### src/pyon_macros.svh
`ifndef PYON_MACROS_SVH
`define PYON_MACROS_SVH

// --------------------------------------------------
// game constants
// --------------------------------------------------
`define PYON_BOX_PATTERN 32'hD15D_9689  // bit i is box i with 0 left and 1 right
`define PYON_BOX_COUNT   32             // boxes in one course
`define PYON_SCORE_TENS  3              // start score 32
`define PYON_SCORE_ONES  2
`define PYON_BCD_MAX     9              // largest decimal digit

// --------------------------------------------------
// divider reloads
// PYON_SIM 1 picks short simulation periods and 0 the 50 MHz board
// --------------------------------------------------
`define PYON_SIM 1

`define PYON_SEC_RELOAD  ((`PYON_SIM) ? 19 : 49_999_999)  // one second
`define PYON_PC_RELOAD_0 ((`PYON_SIM) ? 59 : 33_333_332)  // easy 1.5 Hz
`define PYON_PC_RELOAD_1 ((`PYON_SIM) ? 44 : 24_999_999)  // medium 2 Hz
`define PYON_PC_RELOAD_2 ((`PYON_SIM) ? 29 : 16_666_665)  // hard 3 Hz
`define PYON_PC_RELOAD_3 ((`PYON_SIM) ? 17 : 9_999_999)   // extreme 5 Hz

`endif

### src/pyon_pkg.sv
`include "pyon_macros.svh"

package pyon_pkg;

  // --------------------------------------------------
  // widths with a meaning
  // --------------------------------------------------
  typedef logic [3:0]  bcd_digit_t;  // one decimal digit
  typedef logic [6:0]  seg7_t;       // segments g..a, low is lit
  typedef logic [1:0]  speed_t;      // computer speed select
  typedef logic [27:0] div_count_t;  // divider counter

  typedef logic [`PYON_BOX_COUNT-1:0] box_pattern_t;  // boxes still ahead

  // --------------------------------------------------
  // game FSM
  // --------------------------------------------------
  typedef enum logic [1:0] {
    GAME_IDLE, // waiting for start
    GAME_PLAY, // race running
    GAME_OVER  // winner latched, everything frozen
  } game_state_t;

endpackage

### src/box_sequence.sv
`timescale 1ns/1ns
`include "pyon_macros.svh"

module box_sequence
  import pyon_pkg::*;
(
  input  logic clk,
  input  logic resetn,
  input  logic hit,
  output logic next_box
);

  box_pattern_t boxes;  // remaining course, nearest box in bit 0

  // --------------------------------------------------
  // course register
  // --------------------------------------------------
  always_ff @(posedge clk) begin
    if (!resetn) begin
      boxes <= `PYON_BOX_PATTERN;  // fresh course
    end else if (hit) begin
      boxes <= boxes >> 1;  // hop one box, zeros fill in
    end
  end

  assign next_box = boxes[0];

endmodule

### src/game_fsm.sv
`timescale 1ns/1ns

module game_fsm
  import pyon_pkg::*;
(
  input  logic clk,
  input  logic resetn,
  input  logic start,
  input  logic key_left,
  input  logic key_right,
  input  logic next_box,     // 0 left, 1 right
  input  logic player_zero,
  input  logic pc_zero,
  output logic running,
  output logic hit,
  output logic player_won,
  output logic pc_won
);

  game_state_t state;
  logic        left_smp;     // key samples
  logic        right_smp;
  logic        left_prev;    // sample one edge earlier
  logic        right_prev;
  logic        left_rise;
  logic        right_rise;
  logic        side_ok;      // exactly the matching key rose

  // --------------------------------------------------
  // key edge detection
  // --------------------------------------------------
  always_ff @(posedge clk) begin
    if (!resetn) begin
      left_smp   <= 1'b0;
      right_smp  <= 1'b0;
      left_prev  <= 1'b0;
      right_prev <= 1'b0;
    end else begin
      left_smp   <= key_left;
      right_smp  <= key_right;
      left_prev  <= left_smp;
      right_prev <= right_smp;
    end
  end

  assign left_rise  = left_smp & ~left_prev;
  assign right_rise = right_smp & ~right_prev;
  assign side_ok    = next_box ? (right_rise & ~left_rise)   // both at once is no press
                               : (left_rise & ~right_rise);

  // stops the moment a score hits 00
  assign running = (state == GAME_PLAY) && !player_zero && !pc_zero;

  // --------------------------------------------------
  // game state and winner
  // --------------------------------------------------
  always_ff @(posedge clk) begin
    if (!resetn) begin
      state      <= GAME_IDLE;
      hit        <= 1'b0;
      player_won <= 1'b0;
      pc_won     <= 1'b0;
    end else begin
      hit <= running && side_ok;  // one cycle per press
      case (state)
        GAME_IDLE: if (start) state <= GAME_PLAY;
        GAME_PLAY: begin
          if (player_zero) begin  // player takes a tie
            state      <= GAME_OVER;
            player_won <= 1'b1;
          end else if (pc_zero) begin
            state  <= GAME_OVER;
            pc_won <= 1'b1;
          end
        end
        default: state <= GAME_OVER;  // held until reset
      endcase
    end
  end

  a_hit_in_play: assert property (@(posedge clk) disable iff (!resetn)
    hit |-> state == GAME_PLAY) else $error("hit outside GAME_PLAY");

  a_one_winner: assert property (@(posedge clk) disable iff (!resetn)
    !(player_won && pc_won)) else $error("both winner flags high");

endmodule

### src/game_timer.sv
`timescale 1ns/1ns
`include "pyon_macros.svh"

module game_timer
  import pyon_pkg::*;
(
  input  logic       clk,
  input  logic       resetn,
  input  logic       running,
  input  speed_t     speed,
  output logic       pc_step,
  output bcd_digit_t sec_lo,
  output bcd_digit_t sec_hi
);

  div_count_t sec_div;    // cycles left in this second
  div_count_t pc_div;     // cycles left to the next computer step
  div_count_t pc_reload;  // period picked by speed
  logic       sec_tick;

  function automatic div_count_t div_next(div_count_t cnt, div_count_t reload);
    return (cnt == '0) ? reload : cnt - 1'b1;  // wrap back to the period
  endfunction

  always_comb begin
    case (speed)
      2'd0:    pc_reload = div_count_t'(`PYON_PC_RELOAD_0);
      2'd1:    pc_reload = div_count_t'(`PYON_PC_RELOAD_1);
      2'd2:    pc_reload = div_count_t'(`PYON_PC_RELOAD_2);
      default: pc_reload = div_count_t'(`PYON_PC_RELOAD_3);
    endcase
  end

  // --------------------------------------------------
  // dividers
  // --------------------------------------------------
  always_ff @(posedge clk) begin
    if (!resetn) begin
      sec_div <= div_count_t'(`PYON_SEC_RELOAD);
      pc_div  <= pc_reload;
    end else if (running) begin  // paused otherwise
      sec_div <= div_next(sec_div, div_count_t'(`PYON_SEC_RELOAD));
      pc_div  <= div_next(pc_div, pc_reload);
    end
  end

  assign sec_tick = running && (sec_div == '0);
  assign pc_step  = running && (pc_div == '0);

  // --------------------------------------------------
  // seconds 00..99
  // --------------------------------------------------
  always_ff @(posedge clk) begin
    if (!resetn) begin
      sec_lo <= '0;
      sec_hi <= '0;
    end else if (sec_tick) begin
      if (sec_lo == bcd_digit_t'(`PYON_BCD_MAX)) begin
        sec_lo <= '0;
        sec_hi <= (sec_hi == bcd_digit_t'(`PYON_BCD_MAX)) ? '0 : sec_hi + 1'b1;  // 99 wraps
      end else begin
        sec_lo <= sec_lo + 1'b1;
      end
    end
  end

  a_sec_bcd: assert property (@(posedge clk) disable iff (!resetn)
    sec_lo <= `PYON_BCD_MAX && sec_hi <= `PYON_BCD_MAX) else $error("timer digit above 9");

endmodule

### src/pyon_top.sv
`timescale 1ns/1ns

module pyon_top
  import pyon_pkg::*;
(
  input  logic   clk,
  input  logic   resetn,
  input  logic   start,
  input  logic   key_left,
  input  logic   key_right,
  input  speed_t speed,
  output seg7_t  hex_timer_lo,
  output seg7_t  hex_timer_hi,
  output seg7_t  hex_pc_lo,
  output seg7_t  hex_pc_hi,
  output seg7_t  hex_player_lo,
  output seg7_t  hex_player_hi,
  output logic   player_won,
  output logic   pc_won
);

  logic       running;     // game in play
  logic       hit;         // correct key pulse
  logic       pc_step;     // computer advances one box
  logic       next_box;    // side of the upcoming box
  logic       player_zero;
  logic       pc_zero;
  bcd_digit_t sec_lo;
  bcd_digit_t sec_hi;
  bcd_digit_t player_ones;
  bcd_digit_t player_tens;
  bcd_digit_t pc_ones;
  bcd_digit_t pc_tens;

  // --------------------------------------------------
  // control and counters
  // --------------------------------------------------
  game_fsm game_fsm_inst (
    .clk(clk), .resetn(resetn), .start(start),
    .key_left(key_left), .key_right(key_right), .next_box(next_box),
    .player_zero(player_zero), .pc_zero(pc_zero),
    .running(running), .hit(hit), .player_won(player_won), .pc_won(pc_won)
  );

  game_timer game_timer_inst (
    .clk(clk), .resetn(resetn), .running(running), .speed(speed),
    .pc_step(pc_step), .sec_lo(sec_lo), .sec_hi(sec_hi)
  );

  box_sequence box_sequence_inst (
    .clk(clk), .resetn(resetn), .hit(hit), .next_box(next_box)
  );

  score_countdown player_score_inst (  // player loses a box per hit
    .clk(clk), .resetn(resetn), .step(hit),
    .ones(player_ones), .tens(player_tens), .zero(player_zero)
  );

  score_countdown pc_score_inst (  // computer paced by divider
    .clk(clk), .resetn(resetn), .step(pc_step),
    .ones(pc_ones), .tens(pc_tens), .zero(pc_zero)
  );

  // --------------------------------------------------
  // displays
  // --------------------------------------------------
  seg7_decoder timer_lo_dec  (.digit(sec_lo),      .seg(hex_timer_lo));
  seg7_decoder timer_hi_dec  (.digit(sec_hi),      .seg(hex_timer_hi));
  seg7_decoder pc_lo_dec     (.digit(pc_ones),     .seg(hex_pc_lo));
  seg7_decoder pc_hi_dec     (.digit(pc_tens),     .seg(hex_pc_hi));
  seg7_decoder player_lo_dec (.digit(player_ones), .seg(hex_player_lo));
  seg7_decoder player_hi_dec (.digit(player_tens), .seg(hex_player_hi));

endmodule

### src/score_countdown.sv
`timescale 1ns/1ns
`include "pyon_macros.svh"

module score_countdown
  import pyon_pkg::*;
(
  input  logic       clk,
  input  logic       resetn,
  input  logic       step,   // one box done
  output bcd_digit_t ones,
  output bcd_digit_t tens,
  output logic       zero    // course finished
);

  assign zero = (ones == '0) && (tens == '0);

  // --------------------------------------------------
  // BCD down counter, sticks at 00
  // --------------------------------------------------
  always_ff @(posedge clk) begin
    if (!resetn) begin
      tens <= bcd_digit_t'(`PYON_SCORE_TENS);
      ones <= bcd_digit_t'(`PYON_SCORE_ONES);
    end else if (step && !zero) begin
      if (ones == '0) begin  // borrow
        ones <= bcd_digit_t'(`PYON_BCD_MAX);
        tens <= tens - 1'b1;
      end else begin
        ones <= ones - 1'b1;
      end
    end
  end

  a_score_bcd: assert property (@(posedge clk) disable iff (!resetn)
    ones <= `PYON_BCD_MAX && tens <= `PYON_BCD_MAX) else $error("score digit above 9");

endmodule

### src/seg7_decoder.sv
`timescale 1ns/1ns

module seg7_decoder
  import pyon_pkg::*;
(
  input  bcd_digit_t digit,
  output seg7_t      seg    // gfedcba, low lights
);

  // --------------------------------------------------
  // digit table
  // --------------------------------------------------
  always_comb begin
    case (digit)
      4'd0:    seg = 7'b100_0000;
      4'd1:    seg = 7'b111_1001;
      4'd2:    seg = 7'b010_0100;
      4'd3:    seg = 7'b011_0000;
      4'd4:    seg = 7'b001_1001;
      4'd5:    seg = 7'b001_0010;
      4'd6:    seg = 7'b000_0010;
      4'd7:    seg = 7'b111_1000;
      4'd8:    seg = 7'b000_0000;
      4'd9:    seg = 7'b001_0000;
      default: seg = 7'b100_0000;  // non-decimal shows 0
    endcase
  end

endmodule

### config.mk
export PLATFORM = sky130hd
export DESIGN_NAME = pyon_top
export DESIGN_NICKNAME = d
export VERILOG_FILES = /design/src/pyon_pkg.sv /design/src/box_sequence.sv /design/src/game_fsm.sv /design/src/game_timer.sv /design/src/pyon_top.sv /design/src/score_countdown.sv /design/src/seg7_decoder.sv
export VERILOG_INCLUDE_DIRS = /design/src /design/src/src
export SDC_FILE = /design/constraint.sdc
export NUM_CORES = 1
export LEC_CHECK = 0
export BUFFER_PORTS_ARGS = -buffer_cell sky130_fd_sc_hd__buf_4
export CAP_MARGIN = 40
export CORE_UTILIZATION = 64
export DETAILED_ROUTE_END_ITERATION = 6
export PLACE_DENSITY = 0.95
export SYNTH_ARGS = -nofsm -noshare
export SYNTH_HDL_FRONTEND = slang
export SYNTH_HIERARCHICAL = 1
export SYNTH_SLANG_ARGS = --single-unit
### constraint.sdc
create_clock -name clk -period 7.84 [get_ports clk]
set_input_delay 1.568 -clock clk [delete_from_list [all_inputs] [get_ports clk]]
set_output_delay 1.568 -clock clk [all_outputs]
set_load 0.02 [all_outputs]
# Word level (Yosys, flattened, before mapping)
# Memory sizes are Yosys's and may differ from the RTL's. A register that Yosys moved wholly into a read port is not among the register bits.
# Index checks and enable logic that the tools add are counted.
[word_totals]
reg_bits = 121
rom_bits = 672
memories = 6
output_inout_bits = 44
word_cells = 99
[op_classes]
n_eq_ne = 8
muxes = 26
addsub = 8
bitwise_logic = 9
n_reduce_logical = 25
[mem_list]
columns = ["name", "words", "word_bits", "read_ports", "rd_clocked_by_memory_dff", "wr", "line_no", "source"]
rows = [
  ["(no name shown)", 16, 7, 1, 1, 0, "seg7_decoder.sv:14", "case (digit)"],
  ["(no name shown)", 16, 7, 1, 1, 0, "seg7_decoder.sv:14", ""],
  ["(no name shown)", 16, 7, 1, 1, 0, "seg7_decoder.sv:14", ""],
  ["(no name shown)", 16, 7, 1, 1, 0, "seg7_decoder.sv:14", ""],
  ["(no name shown)", 16, 7, 1, 1, 0, "seg7_decoder.sv:14", ""],
  ["(no name shown)", 16, 7, 1, 1, 0, "seg7_decoder.sv:14", ""],
]
[op_table]
columns = ["cell", "n"]
rows = [
  ["two-way mux 28 bit", 4],
  ["two-way mux 4 bit", 16],
  ["zero test 28 bit", 2],
  ["subtractor 28 x 1 -> 28 bit (second input constant)", 2],
  ["case mux 6 bit (3 select lines)", 1],
  ["zero test 4 bit", 4],
  ["subtractor 4 x 1 -> 4 bit (second input constant)", 4],
  ["AND reduction 2 bit", 5],
  ["logical AND 1 bit", 9],
  ["adder 4 x 1 -> 4 bit (second input constant)", 2],
  ["== test 4 bit (second input constant)", 2],
  ["two-way mux 2 bit", 3],
  ["inverter 1 bit", 5],
  ["bitwise AND 1 bit", 4],
  ["== test 2 x 1 -> 1 bit (second input constant)", 2],
  ["zero test 2 bit", 2],
  ["case mux 2 bit (2 select lines)", 1],
  ["!= test 3 x 1 -> 1 bit (second input constant)", 1],
  ["AND reduction 3 bit", 1],
  ["== test 2 bit (second input constant)", 1],
  ["zero test 1 bit", 2],
  ["!= test 2 x 1 -> 1 bit (second input constant)", 1],
  ["!= test 2 bit (second input constant)", 1],
  ["two-way mux 1 bit", 1],
]

# Logic depth before layout (Yosys ltp)
[logic_depth]
word_depth = 10
depth_mapped = 14
mapped_depth_nobuf = 11

# By module
# The synthesis kept the hierarchy.
[modules_own_cells]
columns = ["mod", "seq_area_each_um2", "n_inst", "area_per_inst_um2", "cells_per_inst"]
rows = [
  ["game_timer", 1561.5, 1, 3387.0, 361],
  ["box_sequence", 640.6, 1, 1189.9, 103],
  ["score_countdown", 160.2, 2, 451.7, 48],
  ["seg7_decoder at pc_hi_dec ...", 0.0, 3, 183.9, 25],
  ["seg7_decoder at pc_lo_dec ...", 0.0, 2, 172.7, 23],
  ["game_fsm", 180.2, 1, 325.3, 28],
  ["seg7_decoder at timer_hi_dec", 0.0, 1, 183.9, 24],
]

# Least setup slack after synthesis
# OpenSTA, ideal clock, no wires.
[synth_timing]
path_kind = "register -> register"
from = "register player_score_inst.tens[1]"
to = "register game_timer_inst.sec_hi[1]"
path_slack_ns = 4.842
arrival_ns = 2.931
n_path_buf = 1
required_ns = 7.773
path_stages_with_launch = 13
path_cell_list = "dfxtp_1 > inv_1 > ha_1 > nor3b_2 > nand2_1 > nor2_1 > nor4b_4 > clkbuf_1 > nor2b_1 > nand4_1 > or4_4 > or3_1 > a21oi_2"
[synth_via]
elab_chain_len = 7
[synth_lines]
columns = ["item", "line_no", "source"]
rows = [
  ["start: declaration", "score_countdown.sv:11", "output bcd_digit_t tens,"],
  ["start signal: assignment", "score_countdown.sv:22", "tens <= bcd_digit_t'(`PYON_SCORE_TENS);"],
  ["start signal: assignment", "score_countdown.sv:27", "tens <= tens - 1'b1;"],
  ["zero test 4 bit", "score_countdown.sv:15", "assign zero = (ones == '0) && (tens == '0);"],
  ["logical AND 1 bit", "score_countdown.sv:15", ""],
  ["via player_zero", "pyon_top.sv:26", "logic player_zero;"],
  ["zero test 1 bit", "game_fsm.sv:52", "assign running = (state == GAME_PLAY) && !player_zero && !pc_zero;"],
  ["logical AND 1 bit (2 in a row)", "game_fsm.sv:52", ""],
  ["via running", "pyon_top.sv:22", "logic running;"],
  ["logical AND 1 bit", "game_timer.sv:47", "assign sec_tick = running && (sec_div == '0);"],
  ["AND reduction 2 bit (no line)", "-", ""],
  ["end signal: assignment", "game_timer.sv:60", "sec_hi <= (sec_hi == bcd_digit_t'(`PYON_BCD_MAX)) ? '0 : sec_hi + 1'b1;"],
  ["end: declaration", "game_timer.sv:13", "output bcd_digit_t sec_hi"],
]
# The timed path passes the listed nets, and every way through them passes these cells.
# A chain may end at the register's enable or synchronous reset.

# Worst setup path after layout
[layout_timing]
from = "register pc_score_inst.tens[1]"
to = "register game_timer_inst.sec_div[20]"
[layout_via]
elab_chain_len = 4
[layout_lines]
columns = ["item", "line_no", "source"]
rows = [
  ["start: declaration", "score_countdown.sv:11", ""],
  ["start signal: assignment", "score_countdown.sv:22", ""],
  ["start signal: assignment", "score_countdown.sv:27", ""],
  ["zero test 4 bit", "score_countdown.sv:15", ""],
  ["logical AND 1 bit", "score_countdown.sv:15", ""],
  ["via pc_zero", "pyon_top.sv:27", "logic pc_zero;"],
  ["zero test 1 bit", "game_fsm.sv:52", ""],
  ["logical AND 1 bit", "game_fsm.sv:52", ""],
  ["via running", "pyon_top.sv:22", ""],
  ["end signal: assignment", "game_timer.sv:39", "sec_div <= div_count_t'(`PYON_SEC_RELOAD);"],
  ["end signal: assignment", "game_timer.sv:42", "sec_div <= div_next(sec_div, div_count_t'(`PYON_SEC_RELOAD));"],
  ["end: declaration", "game_timer.sv:16", "div_count_t sec_div;"],
]
# The timed path passes the listed nets, and every way through them passes these cells.

==> metrics.yaml <==
drt-pass1-iter-count: 7
worstMarginPinSlew_ns: 0.923
drt-initial-drc-count: 398
placed_cell_area_um2: 7260
cts_hold_buf: 0
outcome: "complete, no violations"
yosys.area.top_type: "dfxtp_1"
multi_input_area_um2: 3840
tns_ns: 0
min_period_ns: 3.66
cts_tree: "done"
grt_max_degree: 70
yosysMostFrequentCell: "dfxtp_1"
synth_ff_type: "dfxtp_1"
nFillCells: 653
overflow: 0
die_w_um: 106
hpwl_mm: 9.16
max-cap-violations: 0
critical_path.max_stage_delay_ns: 0.78
syn_nets: 777
drt_wl_total_mm: 14.8
clock_skew_ns: 0.00779
synthTopCellsByCount: "93 x dfxtp_1, 90 x nor2_1, 69 x nand2_1"
grt_antenna_before_repair: 0
die_area_um2: 11200
ys_seq_area_frac: 0.392
vias: 5404
vdd_drop_max_mv: 0.113
cts_resized: 0
clock_latency_ns: 0.53
fp-row-count: 37
numCtsBuffers: 17
grtUsageTotal: 0.277
fmax_mhz: 273
synth-async-reset-ratio: 0
cpMaxStageDelayCell: "nand2b_1"
cp.arrival_ns: 4.04
cts_root_buf: "clkbuf_8"
whs_ns: 0.468
port_buffers: 50
synth_enable_flop_cells: 28
diodes: 0
finalWeightedCongestion: 0.797
cts_max_path_buffers: 2
p_per_area_nw_per_um2: 193
regArea_um2: 2700
viasPerCell: 5.85
rsz0062_at_grt: "false"
path_max_fanout: 26
cp_data_required_time_ns: 8.22
syn_area_um2: 6890
place_inst: 892
p_leak_nw: 3.11
maxSlewViolCount: 0
area_growth_pct: 13.6
setup_violations: 0
die_height_um: 106
worstSetupStartpointType: "flip-flop"
hold_violations: 0
synthTopCellsByArea: "dfxtp_1 27%, edfxtp_1 12%, ha_1 6.7%"
post-cts-setup-buffer-count: 0
maxSlewHeadroom: 0.385
crit_chain: "inv_1, ha_1, nor3b_2, nand2_1, nor2_1, nor4b_4, nor2b_1, nand4_1, nor3_1, nand2b_1, nor2_1"
worst_path_most_repeated_cell: "nor2_1"
yosys_warnings: 6
fin_cells: 924
core_um2: 10400
cts_sinks: 121
synthCells: 733
crit_type: "flip-flop to flip-flop"
design_area_um2: 7820
ys_types: 67
finalCritPeriodShare: 0.467
hold_class: "flip-flop to flip-flop"
path_clk_slew_ns: 0.06
wl_per_cell_um: 16.0
critPathCaptureType: "flip-flop"
drive_gt1_frac: 0.164
synth-seq-cells: 121
grt_pass1_wl_mm: 24.9
htree_num_levels: 4
pin_count: 51
grt_pass1_vias: 5367
setup_slack_ns: 4.18
synth_top_area_share: 0.270
ant_nets: 0
start_util: 0.664
drc: 0
nets: 819
dp_slack_ns: 4.23
syn_avg_cell_area_um2: 9.40
logic make-up (layout without fill, tap and decap cells):
kind of cell / after synthesis / in the layout / share of synthesized area
muxes: 45 / 45 / 0.0661
xor gates and xnor gates: 53 / 53 / 0.0674
DFF: 121 / 121 / 0.392
and+or+nand+nor: 337 / 337 / 0.283
buffers and inverters: 64 / 119 / 0.0498
adders and majority gates: 37 / 37 / 0.0672
AOI/OAI and AO/OA: 76 / 76 / 0.0738
power breakdown:
group / switching (W) / internal, W
combinational: 0.0000519 / 0.0000357
clock: 0.000327 / 0.000407
sequential: 0.0000247 / 0.000667
total: 0.000403 / 0.00111
registers in the layout (all words and copies together), names as in the netlist:
| name | flops |
|---|---|
| box_sequence_inst/boxes | 32 |
| game_timer_inst/pc_div | 28 |
| game_timer_inst/sec_div | 28 |
| game_timer_inst/sec_hi | 4 |
| game_timer_inst/sec_lo | 4 |
| pc_score_inst/ones | 4 |
| pc_score_inst/tens | 4 |
| player_score_inst/ones | 4 |
| player_score_inst/tens | 4 |
| game_fsm_inst/state | 2 |
| game_fsm_inst/hit | 1 |
| game_fsm_inst/left_prev | 1 |
| game_fsm_inst/left_smp | 1 |
| game_fsm_inst/pc_won | 1 |
| game_fsm_inst/player_won | 1 |
| game_fsm_inst/right_prev | 1 |
| game_fsm_inst/right_smp | 1 |
metrics by stage:
stage | util | power (W)
finish | 0.754 | 0.00151
global route | 0.754 | 0.00156
CTS | 0.754 | 0.00152
detailed placement | 0.700 | 0.000788
global placement | 0.698 | 0.000780
floorplan | - | 0.000764
cell usage in the layout, fill, tap and decap left out, drive strengths merged, types with 5 or more instances in the layout:
master   n
nor3    20
mux2i   41
or4b     5
nand3   14
nor4    15
xor2    25
nand4    6
ha      37
nor3b   11
nand2b  22
a21oi   37
xnor2   28
inv     44
or2      7
o21ai   11
nand2   69
clkbuf  17
or4      7
nor2    93
o21a     6
nor2b   25
or3     12
and2     6
edfxtp  28
buf     53
nor4b    5
dfxtp   93
critical path, delay by kind of cell, from the launching register on:
kind | cells | cell delay (ns)
adder cells (fa/ha/maj) | 1 | 0.20
buffers and inverters | 1 | 0.13
flip-flops | 1 | 0.46
AND/OR/NAND/NOR | 9 | 2.72
path summary, 6_finish.rpt:
check	startpoint	to	slack (ns)	depth (start not counted)
setup / recovery	pc_score_inst/tens[1]	game_timer_inst/sec_div[20]	4.18	11
hold / removal	box_sequence_inst/boxes[31]	box_sequence_inst/boxes[31]	0.47	2
setup reg to reg	pc_score_inst/tens[1]	game_timer_inst/sec_div[20]	4.18	11
hold reg to reg	box_sequence_inst/boxes[31]	box_sequence_inst/boxes[31]	0.47	2
area by class of cell:
type	count	area share
Clock inverter	15	0.0190
Clock buffer	17	0.0529
Multi-Input combinational cell	548	0.491
Inverter	34	0.0163
Sequential cell	121	0.346
Timing Repair Buffer	53	0.0534
Tap cell	136	0.0217
routing by layer:
layer	GRT usage	wire, um
met1	0.328	6050
met2	0.484	7620
met3	0.0625	741
met4	0.113	338
met5	0	0
Power figures use the tool's default switching activity.
